===== src/logic/arbPkg.sv =====
package arbPkg;

  // Number of request lines
  localparam int LineCnt = 8;

  // Bits needed to number a line
  localparam int IdxW = $clog2(LineCnt);

  // One bit per line
  // Carries raw requests, filtered requests, the pointer and grants
  typedef logic [LineCnt-1:0] lineVecT;

  // Unsigned line number
  typedef logic [IdxW-1:0] lineIdxT;

  // No line selected
  localparam lineVecT LineNone = '0;

  // Only line 0 selected, the pointer start position
  localparam lineVecT LineFirst = lineVecT'(1);

  // Index value for line 0, also the idle index
  localparam lineIdxT IdxNone = '0;

endpackage


===== src/logic/glitchPkg.sv =====
package glitchPkg;

  // Identical samples needed before a filtered level may change
  localparam int FilterLen = 4;

  // Sample history of one line, newest sample in bit 0
  typedef logic [FilterLen-1:0] filterHistT;

  // History value that means a steady high input
  localparam filterHistT HistHigh = '1;

  // History value that means a steady low input
  localparam filterHistT HistLow = '0;

endpackage


===== src/logic/glitchFilter.sv =====
`timescale 1ns/1ps

module glitchFilter
(
  input  logic            AClkB,
  input  logic            AResetBN,
  input  arbPkg::lineVecT reqRaw,
  output arbPkg::lineVecT reqFilt
);

  import arbPkg::*;
  import glitchPkg::*;

  // One independent filter per request line
  for (genvar lineI = 0; lineI < LineCnt; lineI++)
  begin : gLine

    filterHistT hist;
    logic       histHigh;
    logic       histLow;
    logic       lvl;
    logic       lvlNext;

    // Only a full run of equal samples moves the level
    assign histHigh = (hist == HistHigh);
    assign histLow  = (hist == HistLow);

    always_comb
    begin
      if (histHigh)
      begin
        lvlNext = 1'b1;
      end
      else if (histLow)
      begin
        lvlNext = 1'b0;
      end
      else
      begin
        lvlNext = lvl;
      end
    end

    always_ff @(posedge AClkB or negedge AResetBN)
    begin
      if (AResetBN == 1'b0)
      begin
        hist <= HistLow;
        lvl  <= 1'b0;
      end
      else
      begin
        hist <= {hist[FilterLen-2:0], reqRaw[lineI]};
        lvl  <= lvlNext;
      end
    end

    assign reqFilt[lineI] = lvl;

  end

endmodule


===== src/logic/rrPrioritize.sv =====
`timescale 1ns/1ps

module rrPrioritize
(
  input  logic            AClkB,
  input  logic            AResetBN,
  input  arbPkg::lineVecT reqFilt,
  output arbPkg::lineVecT grantNext
);

  import arbPkg::*;

  lineVecT ptr;
  lineVecT ptrNext;
  lineVecT ptrStep;
  lineVecT grantPrev;
  lineVecT reqRot;
  lineVecT grantRot;
  lineVecT grantComb;
  logic    reqAny;
  logic    grantHeld;

  // Rotate right so that the pointer line lands on bit 0
  // The pointer is one-hot, so each set bit picks one rotation amount
  function automatic lineVecT rotRight(lineVecT vec, lineVecT sel);
    lineVecT res;
    res = LineNone;
    for (int k = 0; k < LineCnt; k++)
    begin
      for (int j = 0; j < LineCnt; j++)
      begin
        res[j] = res[j] | (sel[k] & vec[(j + k) % LineCnt]);
      end
    end
    return res;
  endfunction

  // Inverse of rotRight for the same pointer
  function automatic lineVecT rotLeft(lineVecT vec, lineVecT sel);
    lineVecT res;
    res = LineNone;
    for (int k = 0; k < LineCnt; k++)
    begin
      for (int j = 0; j < LineCnt; j++)
      begin
        res[j] = res[j] | (sel[k] & vec[(j - k + LineCnt) % LineCnt]);
      end
    end
    return res;
  endfunction

  // Keep only the lowest set bit
  // seen[j] tells whether any bit at or below j is set
  function automatic lineVecT lowestSet(lineVecT vec);
    lineVecT seen;
    lineVecT res;
    seen    = LineNone;
    res     = LineNone;
    seen[0] = vec[0];
    res[0]  = vec[0];
    for (int j = 1; j < LineCnt; j++)
    begin
      res[j]  = vec[j] & ~seen[j-1];
      seen[j] = vec[j] | seen[j-1];
    end
    return res;
  endfunction

  // Scan upward from the pointer line, wrapping past the top line
  assign reqRot    = rotRight(reqFilt, ptr);
  assign grantRot  = lowestSet(reqRot);
  assign grantComb = rotLeft(grantRot, ptr);

  assign reqAny    = |reqFilt;
  // Granted line still asking, so the pointer stays put
  assign grantHeld = |(reqFilt & grantPrev);

  // One position upward, top line wraps to line 0
  assign ptrStep = {ptr[LineCnt-2:0], ptr[LineCnt-1]};

  always_comb
  begin
    if (ptr == LineNone)
    begin
      ptrNext = LineFirst;
    end
    else if (reqAny && !grantHeld)
    begin
      ptrNext = ptrStep;
    end
    else
    begin
      ptrNext = ptr;
    end
  end

  always_ff @(posedge AClkB or negedge AResetBN)
  begin
    if (AResetBN == 1'b0)
    begin
      ptr       <= LineNone;
      grantPrev <= LineNone;
    end
    else
    begin
      ptr       <= ptrNext;
      grantPrev <= grantComb;
    end
  end

  assign grantNext = grantPrev;

endmodule


===== src/logic/grantEncode.sv =====
`timescale 1ns/1ps

module grantEncode
(
  input  logic             AClkB,
  input  logic             AResetBN,
  input  arbPkg::lineVecT  grantNext,
  output arbPkg::lineVecT  grant,
  output arbPkg::lineIdxT  grantIdx,
  output logic             grantValid
);

  import arbPkg::*;

  lineIdxT idxComb;
  logic    validComb;

  // Index of a one-hot vector
  // Each set bit contributes its own position, so line 0 and idle both give 0
  function automatic lineIdxT idxOf(lineVecT vec);
    lineIdxT idx;
    idx = IdxNone;
    for (int j = 0; j < LineCnt; j++)
    begin
      if (vec[j])
      begin
        idx = idx | lineIdxT'(j);
      end
    end
    return idx;
  endfunction

  assign idxComb   = idxOf(grantNext);
  assign validComb = |grantNext;

  // All three outputs move on the same edge
  always_ff @(posedge AClkB or negedge AResetBN)
  begin
    if (AResetBN == 1'b0)
    begin
      grant      <= LineNone;
      grantIdx   <= IdxNone;
      grantValid <= 1'b0;
    end
    else
    begin
      grant      <= grantNext;
      grantIdx   <= idxComb;
      grantValid <= validComb;
    end
  end

endmodule


===== src/logic/arbTop.sv =====
`timescale 1ns/1ps

module arbTop
(
  input  logic            AClkB,
  input  logic            AResetBN,
  input  arbPkg::lineVecT reqRaw,
  output arbPkg::lineVecT grant,
  output arbPkg::lineIdxT grantIdx,
  output logic            grantValid
);

  import arbPkg::*;

  // Steady request levels
  lineVecT reqFilt;

  // One-hot grant from the round-robin stage
  lineVecT grantNext;

  // Stage 1
  glitchFilter uFilter
  (
    .AClkB    (AClkB),
    .AResetBN (AResetBN),
    .reqRaw   (reqRaw),
    .reqFilt  (reqFilt)
  );

  // Stage 2
  rrPrioritize uPrio
  (
    .AClkB     (AClkB),
    .AResetBN  (AResetBN),
    .reqFilt   (reqFilt),
    .grantNext (grantNext)
  );

  // Stage 3
  grantEncode uEncode
  (
    .AClkB      (AClkB),
    .AResetBN   (AResetBN),
    .grantNext  (grantNext),
    .grant      (grant),
    .grantIdx   (grantIdx),
    .grantValid (grantValid)
  );

endmodule


===== config.mk =====
export PLATFORM = sky130hd
export DESIGN_NAME = arbTop
export DESIGN_NICKNAME = d
export VERILOG_FILES = /design/src/logic/arbPkg.sv /design/src/logic/glitchPkg.sv /design/src/logic/glitchFilter.sv /design/src/logic/rrPrioritize.sv /design/src/logic/grantEncode.sv /design/src/logic/arbTop.sv
export SDC_FILE = /design/constraint.sdc
export NUM_CORES = 1
export LEC_CHECK = 0
export BUFFER_PORTS_ARGS = -buffer_cell sky130_fd_sc_hd__buf_4
export CORE_MARGIN = 4
export CORE_UTILIZATION = 55
export DETAILED_ROUTE_END_ITERATION = 8
export GPL_ROUTABILITY_DRIVEN = 0
export PLACE_DENSITY_LB_ADDON = 0.1
export SYNTH_ARGS = -nofsm -noshare
export SYNTH_HDL_FRONTEND = slang
export SYNTH_SLANG_ARGS = --single-unit

===== constraint.sdc =====
create_clock -name AClkB -period 2.6 [get_ports AClkB]
set_clock_uncertainty 0.05 [all_clocks]
set_input_delay 0.13 -clock AClkB [delete_from_list [all_inputs] [get_ports AClkB]]
set_output_delay 0.13 -clock AClkB [all_outputs]
set_load 0.05 [all_outputs]

==> out/results.ini <==
[yosys]
avgSynthCellArea_um2=11.3
synthesis.nets=274
post_synth_num_cell_types=29
seq_area_frac_synth_pct=56.8
synth_edf_count=0
synthXorXnorAreaFrac_pct=0
synth-seq-cells=68
yosys.area_share.simple_pct=16.8
yosysTopAreaCell=dfrtp_1
syn-cell-area_um2=3000
synth_mux_area_share_pct=2.97
synth_top_area_share_pct=56.8
synth_top_family_by_area=compound AO/OA/AOI/OAI gates
synth-compound-area-share_pct=19.1
yosysWarningCount=0
ys_async_sr_fraction_pct=100
netlist_top_cells_area=dfrtp_1, a22oi_1, a31oi_1
ys.flop_type=dfrtp_1
synth-adder-area-share_pct=0
synth_cells=264

[critical_path]
r2r-end=uPrio.grantNext[0]
start_kind=register
endpoint_kind=register
cp_max_fo=12
worstPathArrival_ns=2.59
rr_startpoint=uFilter.gLine[2].lvl
rr_worst_depth=6
critPathKind=register to register
reg2reg_slack_ns=0.24
cp.required_ns=2.83

[worst_hold_path]
min_to=uFilter.gLine[4].hist[1]
hold_depth=0
holdCritStartpoint=uFilter.gLine[4].hist[0]
holdCritPathClass=register to register

[placement]
placed_area_um2=3250
port_buffers=21
hpwl_um=4000
dp.cells=345
pre_cts_slack_ns=0.273

[drt]
drc=0
avgViaCountPerCell=6.31
wire_per_inst_um=16.7
first_iter_violations=296
drt_wl_total_um=6170
ant_nets=0
vias=2333
drt_first_pass_iters=4

[timing]
max_freq_ghz=0.423
worstMarginPinSlew_ns=0.793
period_needed_ns=2.36
fin_setup_tns_ns=0
finalCritPeriodShare_pct=90.9
setup_viol=0
rsz0062_at_grt=no
fin_ws_ns=0.236
slew_headroom_pct=47.1
finalHoldViolCount=0
holdWs_ns=0.327
drv_slew=0

[die]
dieArea_um2=6690
die_h_um=81.8
fp-row-count=26
die_w_um=81.8
initial_utilization_pct=57.5
coreArea_um2=5200
ios=22

[global_routing]
antenna_found_initial=0
grt_pass1_wl_um=10600
grtUsageTotal_pct=20.9
grt_max_degree=69
grt.overflow.total=0
grt_pass1_vias=2185

[clock_network]
ctsResizeCount=0
root_buffer=clkbuf_8
tritoncts=yes
htreeDepth=3
cts_max_path_buffers=2
path_clk_slew_ns=0.07
hold_buffers=9
cts_sinks=68
clk_latency_ns=0.34
postCtsSetupBuffers=0
numCtsBuffers=9

[flow_run]
cap_violations=0

[power]
pwr-share-clk_pct=22.5
p_comb_share_pct=40.5
p_leak_nw=1.46
intPower_mw=2.58
power-per-cell-area_nw_per_um2=1220
p_switching_mw=1.77
switching_share_pct=40.6
p_seq_share_pct=37.0
peakVddDrop_v=0.000787

[final_layout]
stdcell_count=370
register_area_um2=1700
fin_nets=305
fin_area_um2=3570
multi_input_area_um2=1160
fillers=403
n_antenna_cell=0
layout-drive-gt1-share_pct=24.0
area_growth_pct=19.3

[outcome]
status=completed

## metrics by stage
step / total power, mW / util, %
floorplan: 2.84 / -
global placement: 3.33 / 62.4
detailed placement: 3.35 / 62.4
CTS: 4.35 / 68.6
global route: 4.60 / 68.6
finish: 4.35 / 68.6
## critical path, cell delays in order, from the launching register on
cell,delay [ns]
dfrtp_1,0.53
a22oi_1,0.28
and4_1,0.45
nand4b_4,0.21
nor4_4,0.50
a22oi_1,0.16
nand3_1,0.12
## flip-flops by register name, summed over array words and instances (netlist names)
register and cells:
uEncode.grantIdx 3, uPrio.ptr 8, uPrio.grantNext 8, uFilter.gLine.lvl 8, uEncode.grant 8, uFilter.gLine.hist 32, uEncode.grantValid 1
## power groups by stage
stage / combinational (mW) / sequential (mW) / clock, mW
after floorplan: 1.13 / 1.71 / 0
after global placement: 1.71 / 1.62 / 0
after detailed placement: 1.74 / 1.61 / 0
after CTS: 1.75 / 1.60 / 1.00
after global routing: 1.92 / 1.63 / 1.05
final: 1.76 / 1.61 / 0.980
## how the worst max path moves through the flow
| stage | startpoint | endpoint | cells past startpoint |
|---|---|---|---|
| floorplan | uFilter.gLine[4].lvl | uPrio.grantNext[0] | 7 |
| global placement | uFilter.gLine[2].lvl | uPrio.grantNext[3] | 6 |
| detailed placement | uFilter.gLine[2].lvl | uPrio.grantNext[0] | 6 |
| CTS | uFilter.gLine[2].lvl | uPrio.grantNext[0] | 6 |
| global route | uFilter.gLine[2].lvl | uPrio.grantNext[6] | 6 |
| finish | uFilter.gLine[2].lvl | uPrio.grantNext[0] | 6 |
## layout by cell type (no fill, tap or decap), types with 2 or more instances in the layout
master	instances
a21oi_1	8
a221oi_1	9
a22oi_1	38
a22oi_2	4
a31oi_1	16
and4_1	3
buf_4	39
bufinv_16	2
clkbuf_8	11
clkinvlp_4	2
dfrtp_1	68
dlygate4sd3_1	9
mux2_2	7
nand2_1	19
nand3_1	16
nand4_1	5
nor2_1	16
nor4_1	5
or3_1	8
or4_1	3
## synthesized netlist by cell type (5+ instances only)
master / number
a21oi_1: 8
a221oi_1: 9
a22oi_1: 38
a31oi_1: 16
buf_2: 13
clkbuf_1: 13
dfrtp_1: 68
mux2_2: 7
nand2_1: 19
nand3_1: 16
nand4_1: 5
nor2_1: 16
nor4_1: 5
or3_1: 8
## layout make-up
type / instances / area share, %
well taps: 70 / 2.45
repair buffers: 48 / 10.7
multi-input cells: 168 / 32.6
flip-flops and latches: 68 / 47.6
clock buffers: 11 / 4.24
clock inverters: 5 / 2.35
## cells by family (layout without fill, tap and decap cells)
kind of cell,after synthesis,after routing
flip-flops,68,68
AND/OR/NAND/NOR,83,83
multiplexers,8,8
AO/OA/AOI/OAI,77,77
buffers and inverters,28,64
## layer usage
metal | vias to the layer above | track usage (%) | part of all wire, %
li1 | 1077 | - | -
met1 | 1149 | 27.3 | 43
met3 | 15 | 6.36 | 6.5
met4 | 0 | 8.47 | 1.5
met2 | 92 | 32.6 | 49
met5 | - | 0 | 0
Power figures use the tool's default switching activity.
